==> src/iss_pkg.sv <==
package iss_pkg;

  // issue geometry
  localparam int issue_width = 2;
  localparam int data_w      = 32;
  localparam int reg_addr_w  = 5;
  localparam int rob_idx_w   = 4;

  // holds 0 to issue_width
  localparam int pop_w = 2;

  // link value is the return address after the delay slot
  localparam int link_offset = 8;

  // instruction class as produced by the decoder
  typedef enum logic [2:0] {
    op_alu    = 3'd0,
    op_load   = 3'd1,
    op_store  = 3'd2,
    op_muldiv = 3'd3,
    op_branch = 3'd4,
    op_jump   = 3'd5
  } op_class_e;

  // branch condition, evaluated on operand a (and b for eq/ne)
  typedef enum logic [2:0] {
    cond_uncond = 3'd0,
    cond_eq     = 3'd1,
    cond_ne     = 3'd2,
    cond_gt     = 3'd3,
    cond_ge     = 3'd4,
    cond_lt     = 3'd5,
    cond_le     = 3'd6
  } branch_cond_e;

  // decoded instruction, one per queue entry
  typedef struct packed {
    logic [data_w-1:0]     pc;
    logic [data_w-1:0]     branch_target;
    op_class_e             op_class;
    branch_cond_e          branch_cond;
    // jr/jalr style, target comes from register a
    logic                  rformat;
    logic [reg_addr_w-1:0] a_reg;
    logic                  a_reg_valid;
    logic [reg_addr_w-1:0] b_reg;
    logic                  b_reg_valid;
    logic [reg_addr_w-1:0] dest_reg;
    logic                  dest_reg_valid;
  } dec_inst_t;

  // result write into a ROB slot
  typedef struct packed {
    logic [data_w-1:0]     result;
    logic [reg_addr_w-1:0] dest_reg;
    logic                  dest_reg_valid;
    logic                  pc_valid;
  } rob_entry_t;

  // payload handed to an execution unit
  typedef struct packed {
    dec_inst_t             inst;
    logic [data_w-1:0]     a;
    logic [data_w-1:0]     b;
    logic [rob_idx_w-1:0]  rob_slot;
  } unit_issue_t;

endpackage

==> src/operand_if.sv <==
`timescale 1ns/1ns

// resolved operands for every slot the selector looks at
interface operand_if import iss_pkg::*; ();

  dec_inst_t            inst     [issue_width];
  logic [rob_idx_w-1:0] rob_slot [issue_width];
  logic [data_w-1:0]    a        [issue_width];
  logic [data_w-1:0]    b        [issue_width];
  // all used operands are available
  logic                 ops_ready [issue_width];

  modport resolver (
    output inst, rob_slot, a, b, ops_ready
  );

  modport selector (
    input  inst, rob_slot, a, b, ops_ready
  );

endinterface

==> src/branch_if.sv <==
`timescale 1ns/1ns

// single branch issue port
interface branch_if import iss_pkg::*; ();

  logic                 valid;
  dec_inst_t            inst;
  logic [data_w-1:0]    a;
  logic [data_w-1:0]    b;
  logic [rob_idx_w-1:0] rob_slot;
  // low for one cycle after a fetch stall
  logic                 ready;

  modport selector (
    output valid, inst, a, b, rob_slot,
    input  ready
  );

  modport branch (
    input  valid, inst, a, b, rob_slot,
    output ready
  );

endinterface

==> src/operand_resolve.sv <==
`timescale 1ns/1ns

module operand_resolve import iss_pkg::*; (
  input  dec_inst_t             iq_inst       [issue_width],
  input  logic [rob_idx_w-1:0]  iq_rob_slot   [issue_width],

  // ROB associative lookup, one result per operand
  input  logic                  rob_present_a [issue_width],
  input  logic                  rob_present_b [issue_width],
  input  logic                  rob_valid_a   [issue_width],
  input  logic                  rob_valid_b   [issue_width],
  input  logic [data_w-1:0]     rob_value_a   [issue_width],
  input  logic [data_w-1:0]     rob_value_b   [issue_width],

  // register file, a and b ports interleaved per slot
  output logic [reg_addr_w-1:0] rf_addr       [2*issue_width],
  input  logic [data_w-1:0]     rf_data       [2*issue_width],

  operand_if.resolver           ops
);

  for (genvar i = 0; i < issue_width; i++) begin : g_slot
    logic a_avail;
    logic b_avail;

    assign rf_addr[2*i]   = iq_inst[i].a_reg;
    assign rf_addr[2*i+1] = iq_inst[i].b_reg;

    assign ops.inst[i]     = iq_inst[i];
    assign ops.rob_slot[i] = iq_rob_slot[i];

    // a ROB hit is newer than the register file
    assign ops.a[i] = rob_present_a[i] ? rob_value_a[i] : rf_data[2*i];
    assign ops.b[i] = rob_present_b[i] ? rob_value_b[i] : rf_data[2*i+1];

    // not in flight, or in flight and already written back
    assign a_avail = ~rob_present_a[i] | rob_valid_a[i];
    assign b_avail = ~rob_present_b[i] | rob_valid_b[i];

    // operands the instruction does not read never hold it back
    assign ops.ops_ready[i] = (a_avail | ~iq_inst[i].a_reg_valid)
                            & (b_avail | ~iq_inst[i].b_reg_valid);
  end

endmodule

==> src/issue_select.sv <==
`timescale 1ns/1ns

module issue_select import iss_pkg::*; (
  input  logic             iq_valid [issue_width],

  input  logic             ls_ready,
  input  logic             alu_ready,
  input  logic             mul_ready,

  output unit_issue_t      ls_issue,
  output logic             ls_valid,
  output unit_issue_t      alu_issue,
  output logic             alu_valid,
  output unit_issue_t      mul_issue,
  output logic             mul_valid,

  // entries removed from the queue at the next edge
  output logic [pop_w-1:0] iq_pop,

  operand_if.selector      ops,
  branch_if.selector       br
);

  function automatic unit_issue_t pack_issue(
    input dec_inst_t            inst,
    input logic [data_w-1:0]    a,
    input logic [data_w-1:0]    b,
    input logic [rob_idx_w-1:0] rob_slot
  );
    unit_issue_t u;
    u.inst     = inst;
    u.a        = a;
    u.b        = b;
    u.rob_slot = rob_slot;
    return u;
  endfunction

  always_comb begin
    logic             done;
    logic             ls_used;
    logic             alu_used;
    logic             mul_used;
    logic             br_used;
    logic [pop_w-1:0] count;
    unit_issue_t      slot_issue;

    done     = 1'b0;
    ls_used  = 1'b0;
    alu_used = 1'b0;
    mul_used = 1'b0;
    br_used  = 1'b0;
    count    = '0;

    // payloads default to the oldest slot, only the valids matter
    slot_issue  = pack_issue(ops.inst[0], ops.a[0], ops.b[0], ops.rob_slot[0]);
    ls_issue    = slot_issue;
    alu_issue   = slot_issue;
    mul_issue   = slot_issue;
    br.inst     = ops.inst[0];
    br.a        = ops.a[0];
    br.b        = ops.b[0];
    br.rob_slot = ops.rob_slot[0];

    // strictly in order, oldest first; any slot that cannot go ends the walk
    for (int i = 0; i < issue_width; i++) begin
      slot_issue = pack_issue(ops.inst[i], ops.a[i], ops.b[i], ops.rob_slot[i]);
      if (!done) begin
        if (!iq_valid[i] || !ops.ops_ready[i]) begin
          done = 1'b1;
        end else begin
          case (ops.inst[i].op_class)
            op_load, op_store: begin
              if (!ls_used && ls_ready) begin
                ls_used  = 1'b1;
                ls_issue = slot_issue;
                count    = count + 1'b1;
              end else begin
                done = 1'b1;
              end
            end
            op_muldiv: begin
              if (!mul_used && mul_ready) begin
                mul_used  = 1'b1;
                mul_issue = slot_issue;
                count     = count + 1'b1;
              end else begin
                done = 1'b1;
              end
            end
            op_alu: begin
              if (!alu_used && alu_ready) begin
                alu_used  = 1'b1;
                alu_issue = slot_issue;
                count     = count + 1'b1;
              end else if (!mul_used && mul_ready) begin
                // the multiply/divide unit also executes plain ALU ops
                mul_used  = 1'b1;
                mul_issue = slot_issue;
                count     = count + 1'b1;
              end else begin
                done = 1'b1;
              end
            end
            op_branch, op_jump: begin
              if (br.ready) begin
                br_used     = 1'b1;
                br.inst     = ops.inst[i];
                br.a        = ops.a[i];
                br.b        = ops.b[i];
                br.rob_slot = ops.rob_slot[i];
                count       = count + 1'b1;
              end
              // a branch always closes the issue group
              done = 1'b1;
            end
            default: begin
              done = 1'b1;
            end
          endcase
        end
      end
    end

    ls_valid  = ls_used;
    alu_valid = alu_used;
    mul_valid = mul_used;
    br.valid  = br_used;
    iq_pop    = count;
  end

endmodule

==> src/branch_resolve.sv <==
`timescale 1ns/1ns

module branch_resolve import iss_pkg::*; (
  input  logic                 clock,
  input  logic                 reset_n,

  // fetch is not ready to take a redirect
  input  logic                 branch_stall,

  output logic [data_w-1:0]    new_pc,
  output logic                 new_pc_valid,

  // link write into the branch's own ROB slot
  output logic                 rob_wr_valid,
  output logic [rob_idx_w-1:0] rob_wr_slot,
  output rob_entry_t           rob_wr_data,

  branch_if.branch             br
);

  logic stall_q;
  logic a_eqz;
  logic a_gez;
  logic a_gtz;
  logic ab_equal;
  logic cond_ok;
  logic is_branch;
  logic is_jump;

  // stall seen at one edge blocks branches for the following cycle
  always_ff @(posedge clock or negedge reset_n) begin
    if (!reset_n) begin
      stall_q <= 1'b0;
    end else begin
      stall_q <= branch_stall;
    end
  end

  assign br.ready = ~stall_q;

  // compares against zero treat a as signed
  assign a_eqz    = (br.a == '0);
  assign a_gez    = ~br.a[data_w-1];
  assign a_gtz    = a_gez & ~a_eqz;
  assign ab_equal = (br.a == br.b);

  always_comb begin
    case (br.inst.branch_cond)
      cond_uncond: cond_ok = 1'b1;
      cond_eq:     cond_ok = ab_equal;
      cond_ne:     cond_ok = ~ab_equal;
      cond_gt:     cond_ok = a_gtz;
      cond_ge:     cond_ok = a_gez;
      cond_lt:     cond_ok = ~a_gez;
      cond_le:     cond_ok = ~a_gtz;
      default:     cond_ok = 1'b0;
    endcase
  end

  assign is_branch = (br.inst.op_class == op_branch);
  assign is_jump   = (br.inst.op_class == op_jump);

  // register jumps take their target from operand a
  assign new_pc       = br.inst.rformat ? br.a : br.inst.branch_target;
  assign new_pc_valid = br.valid & (is_jump | (is_branch & cond_ok));

  // every issued branch retires through the ROB with its link value
  assign rob_wr_valid               = br.valid;
  assign rob_wr_slot                = br.rob_slot;
  assign rob_wr_data.result         = br.inst.pc + data_w'(link_offset);
  assign rob_wr_data.dest_reg       = br.inst.dest_reg;
  assign rob_wr_data.dest_reg_valid = br.inst.dest_reg_valid;
  assign rob_wr_data.pc_valid       = new_pc_valid;

endmodule

==> src/iss_top.sv <==
`timescale 1ns/1ns

module iss_top import iss_pkg::*; (
  input  logic                  clock,
  input  logic                  reset_n,

  // instruction queue, slot 0 is the oldest
  input  logic                  iq_valid      [issue_width],
  input  dec_inst_t             iq_inst       [issue_width],
  input  logic [rob_idx_w-1:0]  iq_rob_slot   [issue_width],
  output logic [pop_w-1:0]      iq_pop,

  // ROB lookup
  input  logic                  rob_present_a [issue_width],
  input  logic                  rob_present_b [issue_width],
  input  logic                  rob_valid_a   [issue_width],
  input  logic                  rob_valid_b   [issue_width],
  input  logic [data_w-1:0]     rob_value_a   [issue_width],
  input  logic [data_w-1:0]     rob_value_b   [issue_width],

  // register file
  output logic [reg_addr_w-1:0] rf_addr       [2*issue_width],
  input  logic [data_w-1:0]     rf_data       [2*issue_width],

  // execution units
  output unit_issue_t           ls_issue,
  output logic                  ls_valid,
  input  logic                  ls_ready,
  output unit_issue_t           alu_issue,
  output logic                  alu_valid,
  input  logic                  alu_ready,
  output unit_issue_t           mul_issue,
  output logic                  mul_valid,
  input  logic                  mul_ready,

  // fetch redirect
  input  logic                  branch_stall,
  output logic [data_w-1:0]     new_pc,
  output logic                  new_pc_valid,

  // ROB write from the branch unit
  output logic                  rob_wr_valid,
  output logic [rob_idx_w-1:0]  rob_wr_slot,
  output rob_entry_t            rob_wr_data
);

  operand_if ops_bus ();
  branch_if  br_bus ();

  operand_resolve u_operand_resolve (
    .iq_inst       (iq_inst),
    .iq_rob_slot   (iq_rob_slot),
    .rob_present_a (rob_present_a),
    .rob_present_b (rob_present_b),
    .rob_valid_a   (rob_valid_a),
    .rob_valid_b   (rob_valid_b),
    .rob_value_a   (rob_value_a),
    .rob_value_b   (rob_value_b),
    .rf_addr       (rf_addr),
    .rf_data       (rf_data),
    .ops           (ops_bus.resolver)
  );

  issue_select u_issue_select (
    .iq_valid  (iq_valid),
    .ls_ready  (ls_ready),
    .alu_ready (alu_ready),
    .mul_ready (mul_ready),
    .ls_issue  (ls_issue),
    .ls_valid  (ls_valid),
    .alu_issue (alu_issue),
    .alu_valid (alu_valid),
    .mul_issue (mul_issue),
    .mul_valid (mul_valid),
    .iq_pop    (iq_pop),
    .ops       (ops_bus.selector),
    .br        (br_bus.selector)
  );

  branch_resolve u_branch_resolve (
    .clock        (clock),
    .reset_n      (reset_n),
    .branch_stall (branch_stall),
    .new_pc       (new_pc),
    .new_pc_valid (new_pc_valid),
    .rob_wr_valid (rob_wr_valid),
    .rob_wr_slot  (rob_wr_slot),
    .rob_wr_data  (rob_wr_data),
    .br           (br_bus.branch)
  );

endmodule

==> config.mk <==
export PLATFORM = sky130hd
export DESIGN_NAME = iss_top
export DESIGN_NICKNAME = d
export VERILOG_FILES = /design/src/iss_pkg.sv /design/src/operand_if.sv /design/src/branch_if.sv /design/src/operand_resolve.sv /design/src/issue_select.sv /design/src/branch_resolve.sv /design/src/iss_top.sv
export SDC_FILE = /design/constraint.sdc
export NUM_CORES = 1
export LEC_CHECK = 0
export BUFFER_PORTS_ARGS = -buffer_cell sky130_fd_sc_hd__buf_2
export CAP_MARGIN = 15
export CORE_AREA = 2 2 401 403
export CTS_BUF_LIST = sky130_fd_sc_hd__clkbuf_16
export CTS_CLUSTER_DIAMETER = 100
export DETAILED_ROUTE_END_ITERATION = 12
export DIE_AREA = 0 0 403 405
export MAX_ROUTING_LAYER = met4
export PLACE_DENSITY = 0.3
export REMOVE_ABC_BUFFERS = 1
export SLEW_MARGIN = 10
export SYNTH_ARGS = -nofsm -noshare
export SYNTH_HDL_FRONTEND = slang
export SYNTH_HIERARCHICAL = 1
export SYNTH_SLANG_ARGS = --single-unit
export TNS_END_PERCENT = 10
==> constraint.sdc <==
create_clock -name clock -period 5.4 [get_ports clock]
set_clock_uncertainty 0.1 [all_clocks]
set_input_delay 0.27 -clock clock [delete_from_list [all_inputs] [get_ports clock]]
set_output_delay 0.27 -clock clock [all_outputs]
set_load 0.05 [all_outputs]
==> results.json, run 1 <==
{
  "place_congestion": 0.845,
  "leakagePower_nw": 9.30,
  "grt_pass1_vias": 13436,
  "hold_violations": 0,
  "finalMaxSlewViolations": 0,
  "gr-total-overflow": 0,
  "grt_setup_unrepaired": "false",
  "synth_cells": 1304,
  "die_x_um": 403,
  "worstHoldPathType": "in -> reg",
  "fillers": 18493,
  "seqPwrFrac": 0.003,
  "yosysWarnings": 6,
  "switching_share": 0.703,
  "grt_usage": 0.142,
  "fin_util": 0.123,
  "power_density_nw_per_um2": 132,
  "drt_first_pass_iters": 4,
  "path_class": "in -> out",
  "wl_per_cell_um": 28.7,
  "largest_reg_flops": 1,
  "die_area_um2": 163000,
  "syn_avg_cell_area_um2": 10.4,
  "drcViolationCount": 0,
  "endpoint_kind": "output pin",
  "port_buffers": 1030,
  "wirelength_um": 120000,
  "setup_tns_ns": 0,
  "post-place-ws_ns": -0.769,
  "ios": 1031,
  "dr.max_layer_used": "met4",
  "worst_pin_slew_ns": 0.851,
  "largestRegisters": "u_branch_resolve/stall_q: 1 flops",
  "hpwl_um": 107000,
  "wl_met1_um": 51600,
  "critPathArrivalTime_ns": 4.79,
  "routed-via-count": 13442,
  "dr_wl_met3_um": 7520,
  "fin_crit_sh": 0.955,
  "clkPwrFrac": 0,
  "outcome": "finished, final reports clean",
  "drtAntennaViolNets": 0,
  "drive_gt1_frac": 0.900,
  "regArea_um2": 25.0,
  "via_per_inst": 3.22,
  "power_switching_mw": 1.82,
  "synth_area_um2": 13600,
  "vdd_ir_drop_max_mv": 0.0455,
  "setup_viol": 0,
  "die_y_um": 405,
  "start_util": 0.0855,
  "max_freq_ghz": 0.194,
  "syn_to_final_growth_pct": 43.7,
  "slew_headroom": 0.433,
  "multi_input_area_um2": 11200,
  "grt_pass1_wl_um": 148000,
  "setup_ws_ns": 0.241,
  "p_int_uw": 769,
  "nets": 2518,
  "total_power_mw": 2.59,
  "core_um2": 159000,
  "largest_register": "u_branch_resolve/stall_q",
  "drv_cap": 0,
  "p_comb_frac": 0.997,
  "antenna_found_initial": 111,
  "critPathLaunchType": "input port",
  "dr_wl_met2_um": 59000,
  "drt_iter0_drc": 537,
  "grt_max_degree": 88,
  "period_minus_slack_ns": 5.16,
  "worstPathMaxFanout": 27,
  "path_clk_slew_ns": 0,
  "rows": 147,
  "cp.required_ns": 5.03
}
==> path summary, 6_finish.rpt <==
path                                   from                       end  slack, ns  cells past startpoint
min in group asynchronous           reset_n  u_branch_resolve/stall_q       0.50                      2
hold / removal                 branch_stall  u_branch_resolve/stall_q       0.28                      1
setup / recovery           rob_present_b[1]            rob_wr_data[0]       0.24                     19
max in group asynchronous           reset_n  u_branch_resolve/stall_q       4.62                      2
==> layout by cell type (no fill, tap or decap), drive strengths merged, types with 3 or more instances in the layout <==
cell and n:
nor2b 3, mux2 771, buf 1066, and2 10
nor4 17, nor3 6, inv 8, diode 31
nand3 17, nor2 13, xnor2 17, nand4 10
and3b 3, o21ai 8, nand2 15, ha 4
a31oi 4, and3 8, xor2 45
==> per-layer routing <==
metal / vias to the layer above / track usage
met3: 120 / 0.0265
met5: - / -
met4: 0 / 0.00473
li1: 6102 / -
met1: 6525 / 0.177
met2: 695 / 0.248
==> what timing repair did <==
action	in CTS	in global routing
gates resized for setup	4	6
hold buffers	1	0
gates cloned	1	0
setup endpoints to repair	2	2
setup buffers	3	1
pin swaps	1	4
hold endpoints to repair	1	0
==> worst max-delay path: stages <==
cell and delay, ns:
buf_4 0.14, and3b_1 0.19, a31oi_2 0.19, and3b_2 0.24
and3_4 0.20, nand3_4 0.14, or2_4 0.29, buf_12 0.15
buf_12 0.18, mux2_2 0.32, xor2_1 0.19, nor4_2 0.46
buf_4 0.19, nand4_1 0.14, nor2_2 0.22, mux2_2 0.38
a2111oi_4 0.44, buf_4 0.19, clkbuf_4 0.22
==> stage by stage <==
| stage | hold slack (ns) | instance area (µm²) | cells |
|---|---|---|---|
| 3_3_place_gp | -0.0554 | 19400 | 4134 |
| 4_1_cts | 0.279 | 19500 | 4139 |
| 6_report | 0.278 | 19600 | 4171 |
| 2_1_floorplan | -0.126 | 11200 | 984 |
| 3_5_place_dp | -0.0544 | 19400 | 4134 |
| 5_1_grt | 0.291 | 19500 | 4156 |
==> final cells by class <==
class | count | share of cell area
repair buffers | 1069 | 0.288
inverters | 8 | 0.00153
multi-input cells | 976 | 0.572
well taps | 2086 | 0.133
flip-flops and latches | 1 | 0.00128
diodes | 31 | 0.00396
==> power by group through the flow <==
stage	Combinational (mW)	Clock (mW)	Sequential, mW
2_1_floorplan	1.63	0	0.00808
3_3_place_gp	2.64	0	0.00822
3_5_place_dp	2.63	0	0.00822
4_1_cts	2.64	0	0.00822
5_1_grt	2.71	0.000000402	0.00824
6_report	2.58	0.000000818	0.00820
Power figures use the tool's default switching activity.
==> run 2: changes to the inputs <==
==> constraint.sdc (replaced) <==
create_clock -name clock -period 5.4 [get_ports clock]
set_clock_uncertainty 0.1 [all_clocks]
set_input_delay 0.54 -clock clock [delete_from_list [all_inputs] [get_ports clock]]
set_output_delay 0.54 -clock clock [all_outputs]
set_load 0.05 [all_outputs]
==> results.json, run 2 (same netlist as run 1, synthesis figures left out) <==
{
  "outcome": "finished, final reports clean",
  "die_area_um2": 163000,
  "worst_path_largest_cell_delay_ns": 0.37,
  "path_class": "in -> out",
  "routed-via-count": 13538,
  "drv_cap": 0,
  "slew_headroom": 0.447,
  "core_um2": 159000,
  "leakagePower_nw": 9.51,
  "seqPwrFrac": 0.003,
  "final_common_cell": "buf_2",
  "drt_iter0_drc": 549,
  "drive_gt1_frac": 0.905,
  "post-place-ws_ns": -0.779,
  "grt_pass1_wl_um": 146000,
  "worstPathMaxFanout": 14,
  "final_cell_mix": "1021 x buf_2, 495 x mux2_2, 261 x mux2_4, 51 x buf_4, 42 x xor2_1",
  "syn_to_final_growth_pct": 46.9,
  "hold_violations": 0,
  "p_comb_frac": 0.997,
  "vdd_ir_drop_max_mv": 0.0505,
  "setup_ws_ns": 0.116,
  "cp.required_ns": 4.76,
  "drt_first_pass_iters": 5,
  "fin_util": 0.126,
  "crit_top_cell": "buf_4",
  "power_switching_mw": 1.83,
  "worst_pin_slew_ns": 0.826,
  "wirelength_um": 119000,
  "rows": 147,
  "clkPwrFrac": 0,
  "setup_viol": 0,
  "grt_max_degree": 60,
  "drcViolationCount": 0,
  "hpwl_um": 106000,
  "critPathLaunchType": "input port",
  "finalMaxSlewViolations": 0,
  "worstHoldPathType": "in -> async",
  "via_per_inst": 3.22,
  "port_buffers": 1030,
  "drtAntennaViolNets": 0,
  "wl_per_cell_um": 28.3,
  "switching_share": 0.699,
  "p_int_uw": 787,
  "max_freq_ghz": 0.189,
  "grt_setup_unrepaired": "true",
  "grt_pass1_vias": 13561,
  "crit_chain": "buf_4 -> and3b_2 -> a31oi_4 -> and3b_2 -> and3_4 -> nand3_4 -> or2_4 -> buf_12 -> buf_4 -> mux2_2 -> xor2_1 -> nor4_1 -> nand4_1 -> nor2_2 -> buf_6 -> mux2_4 -> a2111oi_4 -> buf_4 -> buf_8",
  "die_x_um": 403,
  "ios": 1031,
  "gr-total-overflow": 0,
  "path_clk_slew_ns": 0,
  "largest_register": "u_branch_resolve/stall_q",
  "critPathArrivalTime_ns": 4.64,
  "cp_slowest_cell": "nor4_1",
  "period_minus_slack_ns": 5.28,
  "hold_buffers": 0,
  "nets": 2545,
  "power_density_nw_per_um2": 131,
  "largestRegisters": "u_branch_resolve/stall_q: 1 flops",
  "start_util": 0.0855,
  "largest_reg_flops": 1,
  "place_congestion": 0.882,
  "antenna_found_initial": 109,
  "die_y_um": 405,
  "grt_usage": 0.140,
  "path_delay_family": "simple AND/OR/NAND/NOR gates",
  "critPathBufInv": 6,
  "fin_crit_sh": 0.978,
  "endpoint_kind": "output pin"
}
run 2: cell count changes in the layout (fill, tap and decap cells not counted), moves of 3 or more:
cell,before,now
buf_12,13,20
buf_4,32,51
diode_2,31,43
mux2_2,499,495
mux2_4,257,261
xor2_1,45,42
xor2_2,0,3
run 2: final cells by class:
cell class,instances,area [µm²]
Antenna cell,43,108
Fill cell,18513,139000
Inverter,8,30.0
Multi-Input combinational cell,975,11300
Sequential cell,1,25.0
Tap cell,2086,2610
Timing Repair Buffer,1097,5970
run 2: power groups by stage:
stage	combinational [mW]	clock (mW)	sequential [mW]
finish	2.61	0.00000101	0.00826
global route	2.73	0.000000739	0.00828
CTS	2.65	0	0.00826
detailed placement	2.63	0	0.00826
global placement	2.65	0	0.00823
floorplan	1.63	0	0.00808
run 2: what timing repair did:
| action | in CTS | in global routing |
|---|---|---|
| gates resized for setup | 24 | 9 |
| cloned | 0 | 1 |
| setup endpoints to repair | 2 | 2 |
| setup buffers | 1 | 4 |
| pin swaps | 7 | 7 |
| endpoints found under the hold margin | 0 | 0 |
run 2: metrics by stage:
stage	area (µm²)	hold slack, ns	TNS (ns)	cells	total power [mW]
global route	20000	0.217	-0.0569	4198	2.74
floorplan	11200	0.144	-1774.53	984	1.63
detailed placement	19700	0.216	-1.56	4161	2.64
finish	20000	0.215	0	4210	2.62
global placement	19700	0.216	-1.80	4161	2.66
CTS	19800	0.216	0	4162	2.66
run 2: worst max path at each step:
stage | startpoint | end | slack, ns | depth (start not counted)
floorplan | rob_present_b[1] | mul_issue[0] | -6.38 | 7
global placement | rob_present_b[1] | rob_wr_data[0] | -0.90 | 17
detailed placement | rob_present_b[1] | rob_wr_data[0] | -0.78 | 17
CTS | rob_present_b[1] | new_pc_valid | 0.01 | 20
global route | rob_present_b[1] | rob_wr_data[0] | -0.03 | 20
finish | rob_present_b[1] | rob_wr_data[0] | 0.12 | 19
run 2: routing by layer:
metal	wire, µm	GRT usage
met4	1430	0.0220
met2	58600	0.236
met5	0	-
met1	50400	0.168
met3	8870	0.0389
